--- config.mk ---
export PLATFORM = sky130hd
export DESIGN_NAME = cacheController
export DESIGN_NICKNAME = d
export VERILOG_FILES = /design/src/cachePkg.sv /design/src/cacheController.sv
export SDC_FILE = /design/constraint.sdc
export NUM_CORES = 1
export LEC_CHECK = 0
export ABC_AREA = 1
export BUFFER_PORTS_ARGS = -buffer_cell sky130_fd_sc_hd__buf_2
export CAP_MARGIN = 40
export CORE_AREA = 5 5 42 44
export DETAILED_ROUTE_END_ITERATION = 7
export DIE_AREA = 0 0 47 49
export HOLD_SLACK_MARGIN = 0.15
export PLACE_DENSITY = 0.72
export SETUP_SLACK_MARGIN = 0.05
export SYNTH_ARGS = -nofsm -noshare
export SYNTH_HDL_FRONTEND = slang
export SYNTH_SLANG_ARGS = --single-unit
--- constraint.sdc ---
create_clock -name clk -period 1.05 [get_ports clk]
set_input_delay 0.21 -clock clk [delete_from_list [all_inputs] [get_ports clk]]
set_output_delay 0.21 -clock clk [all_outputs]
set_load 0.02 [all_outputs]
--- src/cachePkg.sv ---
package cachePkg;

  // Cache geometry
  localparam int numSets       = 16;
  localparam int wordsPerBlock = 4;
  localparam int setBits       = 4;
  localparam int offsetBits    = 2;

  // Byte offset inside a 32-bit word
  localparam int byteBits      = 2;

  // Whatever is left of the address above set and word fields
  localparam int tagBits       = 32 - setBits - offsetBits - byteBits;

  // Meaningful widths
  typedef logic [31:0]            addrT;
  typedef logic [31:0]            wordT;
  typedef logic [3:0]             byteMaskT;
  typedef logic [tagBits-1:0]     tagT;
  typedef logic [setBits-1:0]     setT;
  typedef logic [offsetBits-1:0]  offsetT;

  // Controller states
  typedef enum logic [2:0] {
    // Lookup, hits served here
    idle,
    // Dirty victim going out
    writeBack,
    // Refill burst
    memRead,
    // Check one set for dirty ways
    flushScan,
    // Burst of a dirty way during flush
    flushWrite
  } ctrlStateT;

endpackage

--- src/cacheController.sv ---
`timescale 1ns/1ps

module cacheController
  import cachePkg::*;
(
  input  logic clk,
  input  logic reset,
  input  logic reqValid,
  input  logic reqWrite,
  input  logic flushValid,
  input  logic busReady,
  input  logic hit,
  input  logic victimDirty,
  input  logic dirtyW0,
  input  logic dirtyW1,
  input  logic lastBeat,
  input  logic lastSet,
  output logic reqReady,
  output logic flushReady,
  output logic busValid,
  output logic busWrite,
  output logic beatInc,
  output logic beatClear,
  output logic setInc,
  output logic setClear,
  output logic fillWe,
  output logic wordWe,
  output logic tagWe,
  output logic makeDirty,
  output logic cleanWay,
  output logic flushWay,
  output logic touchLru,
  output logic useFlushSet
);

  ctrlStateT state;
  ctrlStateT nextState;

  logic flushValidQ;
  logic flushStart;
  logic anyDirty;

  assign flushStart = flushValid & ~flushValidQ;
  assign anyDirty   = dirtyW0 | dirtyW1;

  // Way 0 is written back first when both are dirty
  assign flushWay = ~dirtyW0;

  always_ff @(posedge clk or posedge reset) begin
    if (reset) begin
      state       <= idle;
      flushValidQ <= 1'b0;
      flushReady  <= 1'b0;
    end else begin
      state       <= nextState;
      flushValidQ <= flushValid;
      // Done pulse lands in the first idle cycle after the walk
      flushReady  <= (state == flushScan) && !anyDirty && lastSet;
    end
  end

  always_comb begin
    nextState   = state;
    reqReady    = 1'b0;
    busValid    = 1'b0;
    busWrite    = 1'b0;
    beatInc     = 1'b0;
    beatClear   = 1'b0;
    setInc      = 1'b0;
    setClear    = 1'b0;
    fillWe      = 1'b0;
    wordWe      = 1'b0;
    tagWe       = 1'b0;
    makeDirty   = 1'b0;
    cleanWay    = 1'b0;
    touchLru    = 1'b0;
    useFlushSet = 1'b0;

    case (state)
      idle: begin
        beatClear = 1'b1;
        setClear  = 1'b1;
        if (reqValid) begin
          if (hit) begin
            reqReady  = 1'b1;
            touchLru  = 1'b1;
            wordWe    = reqWrite;
            makeDirty = reqWrite;
          end else if (victimDirty) begin
            nextState = writeBack;
          end else begin
            nextState = memRead;
          end
        end else if (flushStart) begin
          nextState = flushScan;
        end
      end

      writeBack: begin
        busValid = 1'b1;
        busWrite = 1'b1;
        beatInc  = busReady;
        if (busReady && lastBeat) begin
          nextState = memRead;
        end
      end

      memRead: begin
        busValid = 1'b1;
        beatInc  = busReady;
        fillWe   = busReady;
        // Tag goes in with the last word so the retry hits
        if (busReady && lastBeat) begin
          tagWe     = 1'b1;
          nextState = idle;
        end
      end

      flushScan: begin
        useFlushSet = 1'b1;
        beatClear   = 1'b1;
        if (anyDirty) begin
          nextState = flushWrite;
        end else if (lastSet) begin
          nextState = idle;
        end else begin
          setInc = 1'b1;
        end
      end

      flushWrite: begin
        useFlushSet = 1'b1;
        busValid    = 1'b1;
        busWrite    = 1'b1;
        beatInc     = busReady;
        // Back to scan, the other way of this set may still be dirty
        if (busReady && lastBeat) begin
          cleanWay  = 1'b1;
          nextState = flushScan;
        end
      end

      default: nextState = idle;
    endcase
  end

  // A stalled beat keeps the burst going in the same state
  assert property (@(posedge clk) disable iff (reset)
    (busValid && !busReady) |=> (busValid && (state == $past(state))));

  // Flush done lasts a single cycle
  assert property (@(posedge clk) disable iff (reset)
    flushReady |=> !flushReady);

endmodule

==> key figures <==
Pwr
  • PD cells: 3100 mW/mm^2
  • Internal power: 1.64 mW
  • Clock power share: 7.3%
  • Flop pwr share: 11.6%
  • Leakage: 0.554 nW
  • Sw Ratio: 47.3%
  • Combinational power share: 81.2%
  • Peak VDD IR: 1.96 mV
  • P_sw: 1.47 mW

Clock network
  • CTS Buf Count: 3
  • CTS clk-pin slew, worst paths: 40 ps
  • Clock latency on the worst-skew pair: 240 ps
  • Sinks on Clock Net: 5
  • CTS tree: yes
  • H-tree depth: 1
  • Clock Path Buffers: 2
  • Root Buffer: clkbuf_4

Outcome
  • Status: finished with violations
  • Failing checks: negative setup slack

Detailed routing
  • DR pass1 iterations: 4
  • Vias: 629
  • DRC: 0
  • Avg WL per Cell: 13.4 um
  • Via/cell ratio: 4.69
  • Antenna-violating nets left: 0
  • Final wirelength: 1.80 mm
  • Iter 0 DRT Violations: 14

Critical path
  • Crit end category: output port
  • Reg2reg path depth: 10
  • Crit Path Class: flip-flop to output port
  • Largest stage delay on the critical path: 450 ps
  • CP required: 840 ps
  • CP arrival: 1340 ps
  • Crit Reg-Reg Endpoint: state[1]$_DFFE_PP0P_
  • CP max FO: 5
  • Critical-path cell list: nor2_4 -> buf_4 -> buf_6 -> nand2_4 -> nand2_2 -> buf_6
  • Most used cell, CP: buf_6
  • R2R setup slack: -350 ps
  • Setup crit start kind: flip-flop
  • R2r startpoint: state[1]$_DFFE_PP0P_
  • Slowest-stage cell, CP: dfrtp_2
  • Bufs and invs on worst path: 3
  • CP top delay family: flip-flops

Place
  • Buffers added on ports: 27
  • Gpl congestion: 0.787
  • Hpwl dp: 1.17 mm
  • Placed cells: 121

Floorplan
  • Die area: 0.00230 sq mm
  • Starting Density: 29.9%
  • Die X-Extent: 47 um
  • # IOs: 28
  • Cell Rows: 14
  • Die Span Y: 49 um
  • Core Area: 0.00140 sq mm

Yosys
  • Syn_area_per_cell: 6.16 sq um
  • Post-synthesis sequential area ratio: 29.9%
  • Unique masters post-synth: 15
  • Syn_nets: 80
  • Ys Warns: 0
  • Synth top area share: 29.9%
  • Post-synth top area cell: dfrtp_1
  • Main area contributors after synthesis: dfrtp_1 (30%), nand2_1 (16%), inv_1 (12%)
  • Cells after synthesis: 68
  • Mapped cell area: 419 sq um
  • Number of synthesized register bits: 5

STA
  • Endpoints failing setup: 17
  • Setup Skew: 2.53 ps
  • RSZ-0062 raised after global routing: true
  • Post-route setup slack: -503 ps
  • Final Max Slew Viols: 0
  • Worst Max-Slew Pin Slew: 305 ps
  • Min Tclk post-route: 1550 ps
  • Max Fclk: 644 MHz
  • Setup TNS: -6870 ps
  • Final Hold Viols: 0
  • Max-slew headroom: 79.6%
  • Tcrit/Tclk final: 148%

Global routing
  • Gr usage total: 15.8%
  • Largest net degree at the start of global routing: 7
  • Vias in the first global route: 622
  • First-pass GRT wire length: 2.73 mm
  • Total gr overflow: 0
  • Initial antenna violation count: 0

Layout
  • Fillers: 104
  • Finished Layout Cells: 134
  • Layout cell share with drive strength beyond 1: 66.9%
  • Synth-to-layout area growth: 140%
  • Antenna cells: 0
  • Fin nets: 131

Min path
  • Min-Delay Startpoint: lastSet
  • Hold Crit Depth: 3
  • Hold worst-path end: flushReady$_DFF_PP0_
  • Type of the worst min-delay path: input pin to flip-flop

Job
  • Max-cap viol count: 0
-- layout make-up --
type | count | area (sq um) | share of cell area, %
Clock buffer | 4 | 26.3 | 2.62
Tap cell | 16 | 20.0 | 1.99
Timing Repair Buffer | 48 | 402 | 40.0
Inverter | 15 | 58.8 | 5.85
Sequential cell | 5 | 128 | 12.7
Multi-Input combinational cell | 46 | 370 | 36.9
-- power groups by stage --
stage / clock network, mW / logic, mW / registers, mW
after floorplan: 0 / 1.04 / 0.336
after global placement: 0 / 1.64 / 0.336
after detailed placement: 0 / 1.67 / 0.341
after CTS: 0.233 / 2.11 / 0.340
after global routing: 0.245 / 2.69 / 0.361
final: 0.226 / 2.52 / 0.360
-- worst min-delay path, stage by stage --
cell and delay (ps):
buf_2 100, inv_1 60, nor3_1 50
-- cell families (layout without fill, tap and decap cells) --
group / Yosys count / in the layout / share of synthesized area (%)
buf+inv: 17 / 67 / 17.0
compound gates: 3 / 3 / 5.37
flops: 5 / 5 / 29.9
simple gates: 43 / 43 / 47.8
-- synth_stat cells --
| master | n |
|---|---|
| nand2_1 | 18 |
| inv_1 | 13 |
| nor2_1 | 10 |
| nand3_1 | 7 |
| dfrtp_1 | 5 |
| nand3_2 | 3 |
| buf_4 | 2 |
| inv_2 | 2 |
| nand2_2 | 2 |
| a21o_1 | 1 |
| a32o_1 | 1 |
| nand4_1 | 1 |
| nor2_2 | 1 |
| nor3_1 | 1 |
| o21ai_0 | 1 |
-- repair_timing --
item	4_1_cts	5_1_grt
buffers inserted	4	3
hold buffers	2	0
setup endpoints to repair	17	18
hold endpoints to repair	6	0
pin swaps	8	2
gates resized for setup	30	16
cloned	0	0
-- registers in the layout (all words and copies together), names as in the netlist --
signal,count
flushReady,1
flushValidQ,1
state,3
-- metal layers --
layer / share of wire [%] / vias up / wire length [um] / track usage [%]
li1: - / 307 / - / -
met1: 38 / 295 / 682 / 18.0
met2: 54 / 23 / 963 / 28.3
met3: 6.6 / 4 / 118 / 4.43
met4: 2.0 / 0 / 36 / 2.76
met5: 0 / - / 0 / 0
-- worst max-delay path by stage --
stage	cells past startpoint	endpoint	start
2_1_floorplan	4	wordWe	state[0]$_DFFE_PP0P_
3_3_place_gp	4	makeDirty	state[1]$_DFFE_PP0P_
3_5_place_dp	4	makeDirty	state[0]$_DFFE_PP0P_
4_1_cts	4	makeDirty	state[1]$_DFFE_PP0P_
5_1_grt	4	makeDirty	state[1]$_DFFE_PP0P_
6_report	6	beatClear	state[1]$_DFFE_PP0P_
-- cells in the final DEF, fill, tap and decap left out, drive strengths merged --
cell type,netlist,layout
nand3,10,10
nor2,11,11
inv,15,15
a32o,1,1
o21ai,1,1
dlygate4sd3,0,2
buf,2,46
dfrtp,5,5
nor3,1,1
nand2,20,20
nand4,1,1
clkbuf,0,4
a21o,1,1
-- stage by stage --
stage | hold slack (ps) | power, mW | utilization, % | setup slack, ps | cell area [sq um]
2_1_floorplan | -11.5 | 1.38 | - | -266 | 513
3_3_place_gp | 115 | 1.98 | 53.4 | -237 | 748
3_5_place_dp | 122 | 2.01 | 53.4 | -254 | 748
4_1_cts | 229 | 2.69 | 65.6 | -462 | 920
5_1_grt | 261 | 3.29 | 71.7 | -544 | 1000
6_report | 225 | 3.11 | 71.7 | -503 | 1000
Power figures use the tool's default switching activity.
