### src/cachePkg.sv
package cachePkg;

  // Cache geometry
  localparam int numSets       = 16;
  localparam int wordsPerBlock = 4;
  localparam int setBits       = 4;
  localparam int offsetBits    = 2;

  // Byte offset inside a 32-bit word
  localparam int byteBits      = 2;

  // Whatever is left of the address above set and word fields
  localparam int tagBits       = 32 - setBits - offsetBits - byteBits;

  // Meaningful widths
  typedef logic [31:0]            addrT;
  typedef logic [31:0]            wordT;
  typedef logic [3:0]             byteMaskT;
  typedef logic [tagBits-1:0]     tagT;
  typedef logic [setBits-1:0]     setT;
  typedef logic [offsetBits-1:0]  offsetT;

  // Controller states
  typedef enum logic [2:0] {
    // Lookup, hits served here
    idle,
    // Dirty victim going out
    writeBack,
    // Refill burst
    memRead,
    // Check one set for dirty ways
    flushScan,
    // Burst of a dirty way during flush
    flushWrite
  } ctrlStateT;

endpackage

### src/tagStore.sv
`timescale 1ns/1ps

module tagStore
  import cachePkg::*;
(
  input  logic clk,
  input  logic reset,
  input  setT  lookupSet,
  input  tagT  lookupTag,
  input  logic useFlushSet,
  input  setT  flushSet,
  input  logic flushWay,
  input  logic tagWe,
  input  logic makeDirty,
  input  logic cleanWay,
  input  logic touchLru,
  output logic hit,
  output logic hitWay,
  output logic victimWay,
  output logic victimDirty,
  output tagT  victimTag,
  output logic dirtyW0,
  output logic dirtyW1
);

  tagT tagMem [2][numSets];

  // Indexed as [way][set]
  logic [1:0][numSets-1:0] validQ;
  logic [1:0][numSets-1:0] dirtyQ;

  // One bit per set naming the way to replace next
  logic [numSets-1:0] lruQ;

  logic hitW0;
  logic hitW1;

  assign hitW0  = validQ[0][lookupSet] && (tagMem[0][lookupSet] == lookupTag);
  assign hitW1  = validQ[1][lookupSet] && (tagMem[1][lookupSet] == lookupTag);
  assign hit    = hitW0 | hitW1;
  assign hitWay = hitW1;

  // Invalid ways go first, way 0 before way 1, then LRU
  always_comb begin
    if (!validQ[0][lookupSet]) begin
      victimWay = 1'b0;
    end else if (!validQ[1][lookupSet]) begin
      victimWay = 1'b1;
    end else begin
      victimWay = lruQ[lookupSet];
    end
  end

  assign victimDirty = dirtyQ[victimWay][lookupSet];
  assign victimTag   = useFlushSet ? tagMem[flushWay][flushSet] : tagMem[victimWay][lookupSet];

  assign dirtyW0 = dirtyQ[0][flushSet];
  assign dirtyW1 = dirtyQ[1][flushSet];

  always_ff @(posedge clk) begin
    if (tagWe) begin
      tagMem[victimWay][lookupSet] <= lookupTag;
    end
  end

  always_ff @(posedge clk or posedge reset) begin
    if (reset) begin
      validQ <= '0;
      dirtyQ <= '0;
      lruQ   <= '0;
    end else begin
      // Fill installs a clean line and points LRU at the other way
      if (tagWe) begin
        validQ[victimWay][lookupSet] <= 1'b1;
        dirtyQ[victimWay][lookupSet] <= 1'b0;
        lruQ[lookupSet]              <= ~victimWay;
      end
      if (touchLru) begin
        lruQ[lookupSet] <= ~hitWay;
      end
      if (makeDirty) begin
        dirtyQ[hitWay][lookupSet] <= 1'b1;
      end
      if (cleanWay) begin
        dirtyQ[flushWay][flushSet] <= 1'b0;
      end
    end
  end

endmodule
### config.mk
export PLATFORM = sky130hd
export DESIGN_NAME = tagStore
export DESIGN_NICKNAME = d
export VERILOG_FILES = /design/src/cachePkg.sv /design/src/tagStore.sv
export SDC_FILE = /design/constraint.sdc
export NUM_CORES = 1
export LEC_CHECK = 0
export BUFFER_PORTS_ARGS = -buffer_cell sky130_fd_sc_hd__buf_2
export CAP_MARGIN = 40
export CORE_UTILIZATION = 50
export CTS_CLUSTER_SIZE = 8
export DETAILED_ROUTE_END_ITERATION = 6
export PLACE_DENSITY = 0.73
export SLEW_MARGIN = 20
export SYNTH_ARGS = -nofsm -noshare
export SYNTH_HDL_FRONTEND = slang
export SYNTH_SLANG_ARGS = --single-unit
### constraint.sdc
create_clock -name clk -period 6.04 [get_ports clk]
set_input_delay 1.208 -clock clk [delete_from_list [all_inputs] [get_ports clk]]
set_output_delay 1.208 -clock clk [all_outputs]
set_load 0.02 [all_outputs]
==> results of run 1 <==
-- critical path, stage by stage --
cell and delay (ns):
buf_8 0.22, mux4_2 0.54, mux2i_2 0.47, nor2_1 0.28, a2111o_1 0.41, a22oi_1 0.52
nand4bb_1 0.18, or4_4 0.48, o41ai_4 0.12, buf_2 0.26
-- power groups by stage --
| stage | clock network [mW] | logic [mW] | registers (mW) |
|---|---|---|---|
| after floorplan | 0 | 1.18 | 6.78 |
| after global placement | 0 | 1.87 | 6.82 |
| after detailed placement | 0 | 1.91 | 6.82 |
| after CTS | 5.87 | 1.92 | 6.72 |
| after global routing | 6.10 | 2.02 | 6.73 |
| final | 5.83 | 1.95 | 6.72 |
-- layer usage --
metal  GRT usage [%]  up-vias
li1                -    10600
met1            44.5    14500
met2            50.5     2267
met3            9.16      440
met4            16.9        4
met5               0        -
-- layout make-up --
| type | instances | share of cell area (%) |
|---|---|---|
| Inverter | 29 | 0.230 |
| Multi-Input combinational cell | 1392 | 33.6 |
| Timing Repair Buffer | 263 | 5.12 |
| Tap cell | 1134 | 2.93 |
| Sequential cell | 848 | 51.7 |
| Antenna cell | 5 | 0.0258 |
| Clock buffer | 150 | 6.29 |
| Clock inverter | 7 | 0.129 |
-- flip-flops by register name (all words and copies together), names as in the netlist --
register,cells
tagMem,768
dirtyQ,32
validQ,32
lruQ,16
-- path summary, 6_finish.rpt --
path | startpoint | to | depth (start not counted)
max in group asynchronous | reset | dirtyQ[23] | 4
worst max-delay path | lookupSet[1] | hit | 10
worst min-delay path | validQ[10] | validQ[10] | 1
min in group asynchronous | reset | dirtyQ[13] | 3
worst min register to register | validQ[10] | validQ[10] | 1
worst max register to register | lruQ[8] | tagMem[0][327] | 9
-- logic make-up after synthesis --
group / Yosys count / share of synthesized area, %
AND/OR/NAND/NOR: 398 / 4.44
buffers and inverters: 222 / 2.62
multiplexers: 646 / 27.7
AO/OA/AOI/OAI: 305 / 5.07
flip-flops: 848 / 59.3
XOR/XNOR: 43 / 0.891
-- cell usage in the layout, fill, tap and decap left out, types with 33 or more instances in the layout --
cell / netlist / layout
buf_4: 14 / 148
clkbuf_1: 102 / 33
o21ai_0: 36 / 36
nor2_1: 93 / 75
buf_12: 0 / 44
mux2_2: 35 / 35
dfrtp_1: 80 / 80
edfxtp_1: 768 / 768
mux4_2: 416 / 416
clkbuf_16: 0 / 117
nand2_1: 163 / 162
mux2i_1: 193 / 191
buf_2: 25 / 62
o21ai_1: 35 / 35
a22oi_1: 52 / 52
-- through the flow --
step | power [mW] | setup TNS [ns]
3_5_place_dp | 8.73 | -0.0186
3_3_place_gp | 8.69 | 0
6_report | 14.5 | 0
5_1_grt | 14.9 | 0
2_1_floorplan | 7.96 | 0
4_1_cts | 14.5 | 0
==> results.ini, run 1 <==
[drt]
top_layer = met5
viasPerCell = 7.26
initialDrtViolationCount = 4307
wl_met2_mm = 64.8
final_antenna_net_count = 0
vias = 27800
post-route-drc-count = 4
wire_per_inst_um = 36.9
drt-met1-wl_mm = 51.0
drt-total-wl_mm = 141
dr.pass1.iters = 7
wl_met3_mm = 18.0

[global_route]
first_global_vias = 27800
track_usage_pct = 33.3
grt_start_max_net_pins = 95
grt_pass1_wl_mm = 202
antenna_found_initial = 7
grt-ovfl-total = 0

[finish]
post-route-util_pct = 57.9
fill_cells = 6122
ff_latch_area_um2 = 25100
multi_input_area_um2 = 16300
syn2layout_area_growth_pct = 14.7
drive_gt1_share_pct = 33.2
fin_cells = 3828
fin_area_um2 = 48500
nets = 2690

[place]
place_area_um2 = 45300
routabilityCongestion = 0.978
placed_cells = 3664
port_buffers = 69
pre_cts_slack_ns = -0.0186
dpl.hpwl_mm = 88.6

[setup_path]
critPathLaunchType = input port
cp_max_fo = 17
worst_setup_path_end_kind = primary output
r2r_slack_ns = 1.98
required_ns = 4.83
critPathKind = input port to primary output
worstPathArrival_ns = 4.72

[synth]
yosys-top-cells-area = edfxtp_1 55%, mux4_2 22%, dfrtp_1 4.7%
netlist_instances = 2462
seq_area_frac_synth_pct = 59.3
async_flop_share_pct = 9.43
synth_edf_count = 768
synthFlopType = edfxtp_1
synth.distinct_cells = 74
synth_fp_nets = 2502
synthTopCellsByCount = 768 x edfxtp_1, 416 x mux4_2, 193 x mux2i_1, 163 x nand2_1, 102 x clkbuf_1
ys_ff_latch = 848
synth_top_area_share_pct = 54.5
syn_area_um2 = 42300
yosys.area.top_type = edfxtp_1
synth_area_per_cell_um2 = 17.2
yosysMostFrequentCell = edfxtp_1
yosys_warnings = 0

[power_and_ir_drop]
p_seq_share_pct = 46.3
peakVddDrop_mv = 0.223
p_leak_nw = 16.4
switching_share_pct = 25.0
switching_power_mw = 3.63
power_density_nw_per_um2 = 299
p_comb_share_pct = 13.5
p_int_mw = 10.9
clkPwrFrac_pct = 40.2

[floorplanning]
start_util_pct = 50.5
fp.dieArea_um2 = 85700
die_y_um = 293
ioPinCount = 70
coreArea_um2 = 83700
rows = 106
fp.dieW_um = 293

[status]
status = finished with violations
violations = DRC

[clock_tree]
cts.sinks = 848
clock_latency_ns = 0.69
cts_resized = 1
cts.hold.buffers_added = 0
cts_made_buffers = 116
cts_buffer_depth = 3
cts_root_buffer = clkbuf_16
htreeDepth = 3
cts_tree = done
post_cts_buffers = 0
clk_pin_slew_ns = 0.05

[timing]
setup_viol = 0
max_freq_mhz = 169
slew_headroom_pct = 36.1
period_share_pct = 98.1
worst_slew_pin_slew_ns = 0.958
post-route-min-period_ns = 5.93
skew_ns = 0.0348
hold_viol = 0
fin_ws_ns = 0.115
slew_violations = 0
whs_ns = 0.461
rsz0062_at_grt = false

[run]
maxCapViolCount = 0

[worst_hold_path]
hp-class = register to register

No activity file was read; power rests on OpenSTA's default activity.
==> run 2, diff against run 1 <==
- clock period: 6.04 -> 6.3 ns (I/O delays scaled with it)
==> results.ini, run 2 (synthesized netlist as in run 1, its figures left out) <==
[setup_path]
path_common_cell = buf_4
critPathKind = input port to primary output
path_cells = clkbuf_8 -> buf_4 -> mux4_2 -> mux2i_1 -> xnor2_1 -> nand2_1 -> or3b_1 -> a211oi_1 -> o2111ai_1 -> o41ai_2 -> buf_4 -> buf_2
worstPathArrival_ns = 4.98
cp_slowest_cell = mux4_2
cp_top_family = buffers and inverters
worst_setup_path_end_kind = primary output
path_buf_inv = 4
required_ns = 5.04
cp_max_fo = 27
worst_path_largest_cell_delay_ns = 0.57
critPathLaunchType = input port

[clock_tree]
cts_root_buffer = clkbuf_16
cts.sinks = 848
clock_latency_ns = 0.70
htreeDepth = 3
cts_tree = done
cts_buffer_depth = 3
clk_pin_slew_ns = 0.05
cts.hold.buffers_added = 0
cts_made_buffers = 116

[timing]
skew_ns = 0.0480
rsz0062_at_grt = false
tns_ns = 0
setup_viol = 0
slew_headroom_pct = 37.6
post-route-min-period_ns = 6.24
slew_violations = 0
worst_slew_pin_slew_ns = 0.934
max_freq_mhz = 160
period_share_pct = 99.0
hold_viol = 0

[drt]
dr.pass1.iters = 6
initialDrtViolationCount = 4921
final_antenna_net_count = 0
post-route-drc-count = 0
viasPerCell = 7.32
vias = 27900
wire_per_inst_um = 37.2
drt-total-wl_mm = 142

[floorplanning]
die_y_um = 293
coreArea_um2 = 83700
ioPinCount = 70
fp.dieArea_um2 = 85700
fp.dieW_um = 293
rows = 106
start_util_pct = 50.5

[finish]
mostFrequentLayoutCells = 768 x edfxtp_1, 416 x mux4_2, 192 x mux2i_1
regMostFlops = tagMem
drive_gt1_share_pct = 33.4
fin_cells = 3820
largest_reg_flops = 768
largestRegisters = tagMem (768), dirtyQ (32), validQ (32)
fill_cells = 6082
syn2layout_area_growth_pct = 14.5
nets = 2691
final_common_cell = edfxtp_1

[global_route]
grt_start_max_net_pins = 96
track_usage_pct = 33.4
first_global_vias = 27700
grt_pass1_wl_mm = 203
antenna_found_initial = 7
grt-ovfl-total = 0

[place]
placed_cells = 3666
port_buffers = 69
dpl.hpwl_mm = 89.2
routabilityCongestion = 1.03

[power_and_ir_drop]
peakVddDrop_mv = 0.227
power_density_nw_per_um2 = 289
p_leak_nw = 16.3

[run]
maxCapViolCount = 0

[status]
status = complete, no violations

[worst_hold_path]
hp-class = register to register

[run 2: worst register-to-register path, stage by stage (launching register included)]
cell     delay (ns)
dfrtp_1        0.39
mux4_2         0.49
a22oi_1        0.28
nand2_1        0.16
o21ai_4        0.70
buf_4          0.27
and2_1         0.62
nand2_1        0.28
inv_2          0.51
buf_12         0.30
[run 2: final timing paths]
kind	startpoint	endpoint	slack [ns]	cells after the start
min in group asynchronous	reset	dirtyQ[3]	0.64	3
setup reg to reg	lruQ[11]	tagMem[0][217]	1.96	9
hold / removal	validQ[30]	validQ[30]	0.46	1
hold reg to reg	validQ[30]	validQ[30]	0.46	1
setup / recovery	lookupSet[0]	hit	0.06	12
max in group asynchronous	reset	validQ[31]	5.02	4
[run 2: where the power goes]
part / switching [mW] / internal (mW)
clock: 2.30 / 3.38
sequential: 0.114 / 6.34
combinational: 1.09 / 0.770
[run 2: routing by layer]
layer	GRT usage (%)	wire [µm]	vias up
met2	50.7	64800	2485
met1	44.2	49300	14400
li1	-	-	10600
met3	8.35	18800	509
met5	0	30	-
met4	18.7	9050	4
[run 2: repair_timing]
action | CTS | global route
resized for setup | 0 | 4
endpoints found under the setup margin | 0 | 1
buffers inserted | 0 | 0
[run 2: layout make-up]
class                           instances  area (µm²)  share of cell area (%)
Clock buffer                          146        3120                    6.45
Timing Repair Buffer                  264        2350                    4.85
Sequential cell                       848       25100                    51.8
Antenna cell                            4        10.0                  0.0207
Multi-Input combinational cell       1392       16300                    33.6
Clock inverter                          3        50.0                   0.103
Tap cell                             1134        1420                    2.93
Inverter                               29         111                   0.230
[run 2: metrics by stage]
| step | total power [mW] | hold WS (ns) | area, µm² | utilization (%) | setup WS (ns) |
|---|---|---|---|---|---|
| 4_1_cts | 14.0 | 0.461 | 48400 | 57.8 | 0.131 |
| 6_report | 14.0 | 0.461 | 48400 | 57.8 | 0.0611 |
| 3_3_place_gp | 8.31 | 0.441 | 45100 | 53.9 | 0.171 |
| 3_5_place_dp | 8.35 | 0.447 | 45200 | 54.0 | 0.143 |
| 2_1_floorplan | 7.63 | 0.428 | 42300 | - | 0.808 |
| 5_1_grt | 14.3 | 0.480 | 48400 | 57.8 | 0.0666 |
