## src/cachePkg.sv

```systemverilog
package cachePkg;

  // Cache geometry
  localparam int numSets       = 16;
  localparam int wordsPerBlock = 4;
  localparam int setBits       = 4;
  localparam int offsetBits    = 2;

  // Byte offset inside a 32-bit word
  localparam int byteBits      = 2;

  // Whatever is left of the address above set and word fields
  localparam int tagBits       = 32 - setBits - offsetBits - byteBits;

  // Meaningful widths
  typedef logic [31:0]            addrT;
  typedef logic [31:0]            wordT;
  typedef logic [3:0]             byteMaskT;
  typedef logic [tagBits-1:0]     tagT;
  typedef logic [setBits-1:0]     setT;
  typedef logic [offsetBits-1:0]  offsetT;

  // Controller states
  typedef enum logic [2:0] {
    // Lookup, hits served here
    idle,
    // Dirty victim going out
    writeBack,
    // Refill burst
    memRead,
    // Check one set for dirty ways
    flushScan,
    // Burst of a dirty way during flush
    flushWrite
  } ctrlStateT;

endpackage

```

## src/burstCounter.sv

```systemverilog
`timescale 1ns/1ps

module burstCounter
  import cachePkg::*;
(
  input  logic   clk,
  input  logic   reset,
  input  logic   beatInc,
  input  logic   beatClear,
  input  logic   setInc,
  input  logic   setClear,
  output offsetT beat,
  output logic   lastBeat,
  output setT    flushSet,
  output logic   lastSet
);

  // Word position within the current burst
  always_ff @(posedge clk or posedge reset) begin
    if (reset) begin
      beat <= '0;
    end else if (beatClear) begin
      beat <= '0;
    end else if (beatInc) begin
      beat <= beat + offsetT'(1);
    end
  end

  // Set walked by a flush
  always_ff @(posedge clk or posedge reset) begin
    if (reset) begin
      flushSet <= '0;
    end else if (setClear) begin
      flushSet <= '0;
    end else if (setInc) begin
      flushSet <= flushSet + setT'(1);
    end
  end

  assign lastBeat = (beat == offsetT'(wordsPerBlock - 1));
  assign lastSet  = (flushSet == setT'(numSets - 1));

endmodule

```

## config.mk

```make
export PLATFORM = sky130hd
export DESIGN_NAME = burstCounter
export DESIGN_NICKNAME = d
export VERILOG_FILES = /design/src/cachePkg.sv /design/src/burstCounter.sv
export SDC_FILE = /design/constraint.sdc
export NUM_CORES = 1
export LEC_CHECK = 0
export BUFFER_PORTS_ARGS = -buffer_cell sky130_fd_sc_hd__buf_2
export CORE_AREA = 2 2 39 41
export DETAILED_ROUTE_END_ITERATION = 7
export DIE_AREA = 0 0 41 43
export PLACE_DENSITY = 0.48
export SKIP_LAST_GASP = 1
export SYNTH_ARGS = -nofsm -noshare
export SYNTH_HDL_FRONTEND = slang
export SYNTH_SLANG_ARGS = --single-unit
```

## constraint.sdc

```tcl
create_clock -name clk -period 2.6 [get_ports clk]
set_input_delay 0 -clock clk [delete_from_list [all_inputs] [get_ports clk]]
set_output_delay 0 -clock clk [all_outputs]
set_load 0.01 [all_outputs]
```

==> results.yml, run 1 <==
clocking:
  numCtsBuffers: 3
  cts.clk_slew.worst_paths_ns: 0.04
  cts-root-buf: "clkbuf_4"
  worstSkewPairLatency_ns: 0.23
  cts_tree: "yes"
  htree_levels: 1
  clock-sinks: 6
  clock_tree.buffer_depth: 2
critical_path:
  crit_chain: "ha_1 > and3_1 > buf_2"
  r2r-end: "flushSet[2]"
  rr_startpoint: "flushSet[0]"
  max_stage_delay_ns: 0.41
  crit_fanout: 4
  ff2ff_path_depth: 3
  endpoint: "lastSet"
  crit_start: "flushSet[0]"
  cp-start-kind: "flop"
  worstPathArrival_ns: 1.19
  cp_data_required_time_ns: 2.60
  cp-end-kind: "primary output"
  worstSetupPathType: "flop to primary output"
  regToRegSetupSlack_ns: 1.56
  critPathSlowestCell: "dfrtp_1"
grt:
  grt_max_degree: 7
  grt_use_total_pct: 8.00
  antenna_found_initial: 0
  first_global_vias: 222
  grt_pass1_wl_um: 910
  grt-ovfl-total: 0
min_path:
  hp-class: "primary input to flop"
placement:
  dp_cells: 54
  placed_area_um2: 377
  hpwl_um: 464
  port_buffers: 13
  pre_cts_ws_ns: 1.56
  gp_congestion: 0.629
timing:
  setup_tns_ns: 0
  period_minus_slack_ns: 1.19
  worstMarginPinSlew_ns: 0.240
  timing.final.crit_share_pct: 45.6
  max_slew_margin_pct: 84.0
  hold_violations: 0
  finalMaxSlewViolations: 0
  skew_ns: 0.00186
  setup_slack_ns: 1.41
  rsz0062_at_grt: "false"
  max_freq_mhz: 844
  setup_violations: 0
  holdWs_ns: 0.0583
power_and_ir_drop:
  internal_power_uw: 171
  p_sw_share_pct: 23.7
  p_comb_share_pct: 16.5
  vdd_drop_max_mv: 0.239
  powerDensity_nw_per_um2: 522
  p_leak_uw: 0.000243
  pwr-share-clk_pct: 36.2
  p_seq_share_pct: 47.3
  p_sw_uw: 53.1
synthesis:
  synth_area_um2: 292
  async_reset_ff_share_pct: 100
  netlist_top_cells_count: "6 x dfrtp_1, 5 x nor2_1, 2 x ha_1, 2 x mux2i_1, 2 x xnor2_1"
  synth.top_cell.area_share_pct: 51.5
  synth_most_common_cell: "dfrtp_1"
  ys.flop_type: "dfrtp_1"
  synth_top_area_cell: "dfrtp_1"
  synth_edf_count: 0
  ys_ff_latch: 6
  yosysSeqAreaShare_pct: 51.5
  postSynthCellCount: 25
  avgSynthCellArea_um2: 11.7
  synth_nets: 33
  synth.distinct_cells: 13
  ys_top_cells_by_area: "dfrtp_1 52%, ha_1 8.6%, mux2i_1 6.9%"
  ys_warn_count: 0
drt:
  firstDrtPassIters: 1
  vias_per_cell: 4.22
  wl_per_cell_um: 9.37
  ant_nets: 0
  drt_first_iter_violations: 0
  drt-total-wl_um: 562
  vias: 253
  drc: 0
layout:
  final_cells: 60
  fin_area_um2: 429
  diodes: 0
  nets: 54
  syn_to_final_growth_pct: 47.2
  drive_above_1_share_pct: 40.9
floorplanning:
  initial_core_util_pct: 21.1
  coreArea_um2: 1380
  io_pins: 14
  rows: 14
  die-area_um2: 1760
  die_h_um: 43
  die_x_um: 41
flow_run:
  drv_cap: 0
outcome:
  status: "finished clean"
-- worst min path at each step --
| stage | from | to | slack [ns] | cells after the start |
|---|---|---|---|---|
| 2_1_floorplan | reset | beat[0] | -0.21 | 1 |
| 3_3_place_gp | reset | flushSet[3] | -0.06 | 2 |
| 3_5_place_dp | reset | beat[0] | -0.07 | 2 |
| 4_1_cts | beatInc | beat[0] | 0.05 | 3 |
| 5_1_grt | beatInc | beat[0] | 0.08 | 3 |
| 6_report | beatInc | beat[0] | 0.06 | 3 |
-- critical path, delay by kind of cell, from the launching register on --
family	cells	cell delay [ns]
DFF	1	0.41
and+or+nand+nor	1	0.16
buffers and inverters	1	0.13
adders and majority gates	1	0.24
-- stage by stage --
| step | utilization [%] | total power (uW) |
|---|---|---|
| floorplan | - | 125 |
| global placement | 27.2 | 141 |
| detailed placement | 27.2 | 142 |
| CTS | 31.0 | 231 |
| global route | 31.0 | 244 |
| finish | 31.0 | 224 |
-- final cells by class --
type                    instances  area (um2)
clock buffers                   3        22.5
multi-input cells              18         138
repair buffers                 16        95.1
fillers                       145         955
inverters                       1        3.75
flip-flops and latches          6         150
well taps                      16        20.0
-- layer usage --
| layer | track usage [%] | vias up | wire (um) |
|---|---|---|---|
| met2 | 10.0 | 11 | 232 |
| met4 | 4.00 | 0 | 0 |
| li1 | - | 128 | - |
| met5 | 0 | - | 0 |
| met1 | 11.6 | 114 | 273 |
| met3 | 3.14 | 0 | 56 |
-- kinds of logic after synthesis --
family / after synthesis / synth area share [%]
AO/OA/AOI/OAI: 2 / 5.15
multiplexers: 3 / 12.0
flip-flops: 6 / 51.5
AND/OR/NAND/NOR: 9 / 15.5
adder cells (fa/ha/maj): 2 / 8.58
buffers and inverters: 1 / 1.29
XOR/XNOR: 2 / 6.01
-- power by group through the flow --
| stage | Clock (uW) | Sequential, uW | Combinational, uW |
|---|---|---|---|
| 6_report | 81.2 | 106 | 36.9 |
| 5_1_grt | 94.4 | 107 | 43.0 |
| 4_1_cts | 86.7 | 106 | 37.9 |
| 3_5_place_dp | 0 | 107 | 34.2 |
| 3_3_place_gp | 0 | 107 | 34.2 |
| 2_1_floorplan | 0 | 110 | 15.2 |
-- repair_timing --
action / CTS / global route
endpoints found under the hold margin: 11 / 0
hold buffers: 3 / 0
buffers inserted: 0 / 0
resized for setup: 0 / 0
-- placed cells by master (no fill, tap or decap) --
master,netlist,final
and3_1,1,1
inv_1,1,1
nand4_1,1,1
ha_1,2,2
nor2_1,5,5
mux2_4,1,1
xnor2_1,2,2
dfrtp_1,6,6
mux2i_1,2,2
dlygate4sd3_1,0,3
nor2b_1,1,1
buf_2,0,13
a21bo_2,1,1
a21oi_1,1,1
clkbuf_4,0,3
nand3b_1,1,1
-- registers in the layout (all words and copies together), names as in the netlist --
| register | count |
|---|---|
| beat | 2 |
| flushSet | 4 |
No activity file was read; power rests on OpenSTA's default activity.
==> inputs of run 2 (changes only) <==
--- a/config.mk
+++ b/config.mk
@@ -9,7 +9,7 @@
 export CORE_AREA = 2 2 39 41
 export DETAILED_ROUTE_END_ITERATION = 7
 export DIE_AREA = 0 0 41 43
-export PLACE_DENSITY = 0.48
+export PLACE_DENSITY = 0.49
 export SKIP_LAST_GASP = 1
 export SYNTH_ARGS = -nofsm -noshare
 export SYNTH_HDL_FRONTEND = slang
==> constraint.sdc (replaced) <==
create_clock -name clk -period 1 [get_ports clk]
set_input_delay 0 -clock clk [delete_from_list [all_inputs] [get_ports clk]]
set_output_delay 0 -clock clk [all_outputs]
set_load 0.01 [all_outputs]
==> run 2 against run 1 <==
  * The run now ends with setup timing left
  * Cell count increased by 8.3%
  * Core utilization grew 4.7 points
  * Hold slack got worse by 0.0058 ns
  * Total power grew to 2.8 times the previous value
  * Via count is 5.5% higher
  * Cell area rose by 15%
  * Critical path depth unchanged
  * Clock skew up 0.0020 ns
  * Clock-buffer cell count is the same
  * Clock power increased to 2.7 times the previous value
  * Register-to-register slack got worse by 1.6 ns
  * Largest cell class unchanged
==> results.yml, run 2 (synthesized netlist as in run 1, its figures left out) <==
outcome:
  status: "finished with violations"
  violations: "setup timing"
critical_path:
  crit_family: "flip-flops"
  worst-path-stages: 3
  cp_data_required_time_ns: 1.00
  critPathBufInv: 1
  cp-start-kind: "flop"
  crit_chain: "ha_2 > and3_4 > buf_6"
  max_stage_delay_ns: 0.38
  ff2ff_path_depth: 4
  critPathSlowestCell: "dfrtp_1"
  worstSetupPathType: "flop to primary output"
  worstPathArrival_ns: 1.09
  cp-end-kind: "primary output"
  crit_fanout: 2
floorplanning:
  die-area_um2: 1760
  rows: 14
  die_h_um: 43
  coreArea_um2: 1380
  io_pins: 14
  die_x_um: 41
  initial_core_util_pct: 21.1
placement:
  pre_cts_ws_ns: 0.0248
  gp_congestion: 0.686
  port_buffers: 13
  hpwl_um: 439
timing:
  rsz0062_at_grt: "true"
  hold_violations: 0
  max_slew_margin_pct: 84.6
  max_freq_mhz: 916
  timing.final.crit_share_pct: 109
  finalMaxSlewViolations: 0
  worstMarginPinSlew_ns: 0.230
  setup_violations: 4
  setup_slack_ns: -0.0915
  period_minus_slack_ns: 1.09
  skew_ns: 0.00388
layout:
  nets: 59
  drive_above_1_share_pct: 53.1
  reg_top3: "flushSet (4), beat (2)"
  syn_to_final_growth_pct: 69.5
  area.sequential_um2: 150
  multi_input_area_um2: 149
  largest_reg_flops: 4
  mostFrequentLayoutCell: "buf_2"
  final_cell_mix: "11 x buf_2, 6 x dfrtp_1, 5 x nor2_1, 4 x buf_4"
  n_fill_cell: 141
  fin_util_pct: 35.7
  regMostFlops: "flushSet"
  diodes: 0
drt:
  vias_per_cell: 4.11
  vias: 267
  drt_first_iter_violations: 3
  ant_nets: 0
  firstDrtPassIters: 2
  drt-total-wl_um: 626
  wl_per_cell_um: 9.63
  drc: 0
min_path:
  hp-class: "primary input to flop"
  whs_path_depth: 3
grt:
  antenna_found_initial: 0
  grt-ovfl-total: 0
  grt_pass1_wl_um: 821
  grt_use_total_pct: 7.58
  grt_max_degree: 7
  first_global_vias: 230
clocking:
  cts_tree: "yes"
  worstSkewPairLatency_ns: 0.24
  clock_tree.buffer_depth: 2
  htree_levels: 1
  numCtsBuffers: 3
  cts.clk_slew.worst_paths_ns: 0.04
  cts-root-buf: "clkbuf_4"
  clock-sinks: 6
power_and_ir_drop:
  powerDensity_nw_per_um2: 1270
  vdd_drop_max_mv: 0.573
  p_leak_uw: 0.000267
flow_run:
  drv_cap: 0
run 2: cell types whose count changed in the layout (fill, tap and decap cells not counted):
cell     delta
a21oi_2     +1
and3_1      -1
buf_6       +3
a21oi_1     -1
ha_2        +1
ha_1        -1
buf_4       +4
and3_4      +1
buf_2       -2
run 2: final timing paths:
| check | from | endpoint | slack, ns |
|---|---|---|---|
| max | flushSet[0] | lastSet | -0.09 |
| min | beatInc | beat[0] | 0.05 |
| max reg2reg | flushSet[0] | flushSet[2] | -0.06 |
| min reg2reg | beat[1] | beat[1] | 0.56 |
| max in group asynchronous | reset | flushSet[0] | 0.58 |
| min in group asynchronous | reset | flushSet[2] | 0.23 |
run 2: layout make-up:
class / instances / area share [%]
multi-input cells: 18 / 30.1
inverters: 1 / 0.759
well taps: 16 / 4.05
clock buffers: 3 / 4.56
flip-flops and latches: 6 / 30.4
repair buffers: 21 / 30.1
run 2: layer usage:
| layer | track usage, % | vias to the layer above | wire length (um) | share of wire (%) |
|---|---|---|---|---|
| li1 | - | 133 | - | - |
| met1 | 7.89 | 122 | 273 | 44 |
| met2 | 10.3 | 12 | 284 | 45 |
| met3 | 4.71 | 0 | 67 | 11 |
| met4 | 6.00 | 0 | 0 | 0 |
| met5 | 0 | - | 0 | 0 |
run 2: metrics by stage:
step,area (um2),hold WS (ns),std cells,setup TNS (ns),power (uW)
after global routing,494,0.0482,65,-0.350,670
after floorplan,294,-0.209,25,0,326
after CTS,469,0.0508,65,-0.224,631
after global placement,394,-0.0736,56,0,378
final,494,0.0525,65,-0.209,626
after detailed placement,394,-0.0769,56,0,378
run 2: tightest hold or removal path, stage by stage:
cell and delay [ns]:
buf_2 0.10, xnor2_1 0.06, nor2_1 0.08
run 2: where the power goes:
part	total [uW]	internal [uW]	switching, uW
logic	134	76.8	57.4
clock network	221	136	85.6
registers	271	260	11.4
total	626	472	154
run 2: repair_timing:
action                                  CTS  global route
cloned                                    0             0
gates resized for setup                   0             5
endpoints found under the setup margin    1             5
endpoints found under the hold margin    11             0
hold buffers                              3             0
buffers inserted                          3             0
pin swaps                                 1             2
==> inputs of run 3 (changes only) <==
--- a/config.mk
+++ b/config.mk
@@ -10,6 +10,8 @@
 export DETAILED_ROUTE_END_ITERATION = 7
 export DIE_AREA = 0 0 41 43
 export PLACE_DENSITY = 0.49
+export SETUP_SLACK_MARGIN = 0.5
+export SKIP_CTS_REPAIR_TIMING = 1
 export SKIP_LAST_GASP = 1
 export SYNTH_ARGS = -nofsm -noshare
 export SYNTH_HDL_FRONTEND = slang
==> run 3 against run 2 <==
  * The flow finishes with violations (hold timing, setup timing)
  * Sequential share of layout area is 1.1 points lower
  * Non-clock buffer count fell by 3
  * Combinational power up 12%
  * First-iteration DRC count did not move
  * Critical path depth stayed put
  * Global-route usage decreased by 0.21 points
  * Largest power group unchanged
==> results.yml, run 3 (synthesized netlist as in run 1, its figures left out) <==
grt:
  grt_max_degree: 7
  antenna_found_initial: 0
  grt_pass1_wl_um: 793
  first_global_vias: 205
  grt-ovfl-total: 0
  grt_use_total_pct: 7.37
power_and_ir_drop:
  p_leak_uw: 0.000258
  p_sw_share_pct: 24.4
  powerDensity_nw_per_um2: 1270
  p_seq_share_pct: 42.3
  vdd_drop_max_mv: 0.799
  p_sw_uw: 162
  p_comb_share_pct: 22.6
  pwr-share-clk_pct: 35.0
  internal_power_uw: 502
critical_path:
  crit_fanout: 3
  rr_startpoint: "flushSet[0]"
  worstSetupPathType: "flop to primary output"
  worstPathArrival_ns: 1.11
  cp-start-kind: "flop"
  crit_start: "flushSet[0]"
  cp_data_required_time_ns: 1.00
  cp-end-kind: "primary output"
drt:
  vias: 266
  drt_first_iter_violations: 3
  vias_per_cell: 4.22
  ant_nets: 0
  drt-total-wl_um: 662
  firstDrtPassIters: 4
  wl_per_cell_um: 10.5
  drc: 0
clocking:
  cts.clk_slew.worst_paths_ns: 0.05
  cts-root-buf: "clkbuf_4"
  clock_tree.buffer_depth: 2
  htree_levels: 1
  cts_tree: "yes"
  worstSkewPairLatency_ns: 0.24
  numCtsBuffers: 3
  clock-sinks: 6
placement:
  hpwl_um: 495
  gp_congestion: 0.680
  port_buffers: 13
timing:
  period_minus_slack_ns: 1.11
  setup_tns_ns: -0.225
  worstMarginPinSlew_ns: 0.224
  max_freq_mhz: 897
  finalMaxSlewViolations: 0
  holdWs_ns: -0.0690
  hold_violations: 5
  max_slew_margin_pct: 85.1
  rsz0062_at_grt: "true"
  setup_violations: 3
  setup_slack_ns: -0.114
  timing.final.crit_share_pct: 111
  skew_ns: 0.00697
flow_run:
  drv_cap: 0
layout:
  drive_above_1_share_pct: 61.7
  regMostFlops: "flushSet"
  nets: 56
  diodes: 0
  reg_top3: "flushSet (4), beat (2)"
  largest_reg_flops: 4
  final_cell_mix: "8 x buf_2, 6 x buf_6, 5 x nor2_1, 4 x dfrtp_1"
  mostFrequentLayoutCell: "buf_2"
  syn_to_final_growth_pct: 79.0
floorplanning:
  coreArea_um2: 1380
  die_h_um: 43
  die_x_um: 41
  io_pins: 14
  rows: 14
  die-area_um2: 1760
  initial_core_util_pct: 21.1
min_path:
  holdCritStartpoint: "beatClear"
  hp-class: "primary input to flop"
outcome:
  violations: "hold timing, setup timing"
  status: "finished with violations"
==> run 3: layer usage <==
metal,vias up,track usage [%],routed length (um)
li1,131,-,-
met1,121,7.21,256
met2,14,10.3,332
met3,0,7.85,73
met4,0,2.00,0
met5,-,0,0
==> run 3: critical path, stage by stage (launching register included) <==
cell and delay [ns]:
dfrtp_2 0.43, ha_4 0.17, and3_4 0.16, buf_6 0.11
==> run 3: final cells by class <==
type / count / area [um2]
Tap cell: 16 / 20.0
Multi-Input combinational cell: 18 / 179
Sequential cell: 6 / 153
Timing Repair Buffer: 18 / 140
Clock buffer: 4 / 26.3
Fill cell: 140 / 862
Inverter: 1 / 3.75
==> run 3: worst paths after layout <==
kind,to,slack [ns],cells past startpoint
setup reg to reg,flushSet[3],-0.11,3
min in group asynchronous,flushSet[2],0.21,3
max in group asynchronous,flushSet[0],0.59,3
hold reg to reg,flushSet[1],0.57,2
setup / recovery,lastSet,-0.11,3
hold / removal,beat[1],-0.07,2
==> run 3: through the flow <==
step	setup slack, ns	power, uW	cell area, um2	utilization, %	cells
final	-0.114	665	522	37.7	63
after global placement	0.0227	381	407	29.4	55
after global routing	-0.141	707	522	37.7	63
after CTS	-0.151	622	433	31.3	59
after detailed placement	0.00617	383	407	29.4	55
after floorplan	0.0279	333	314	-	25
==> run 3: power by group through the flow <==
stage / logic [uW] / registers, uW / clock network, uW
floorplan: 42.4 / 291 / 0
global placement: 98.9 / 283 / 0
detailed placement: 98.3 / 284 / 0
CTS: 99.4 / 280 / 242
global route: 170 / 283 / 255
finish: 150 / 281 / 233
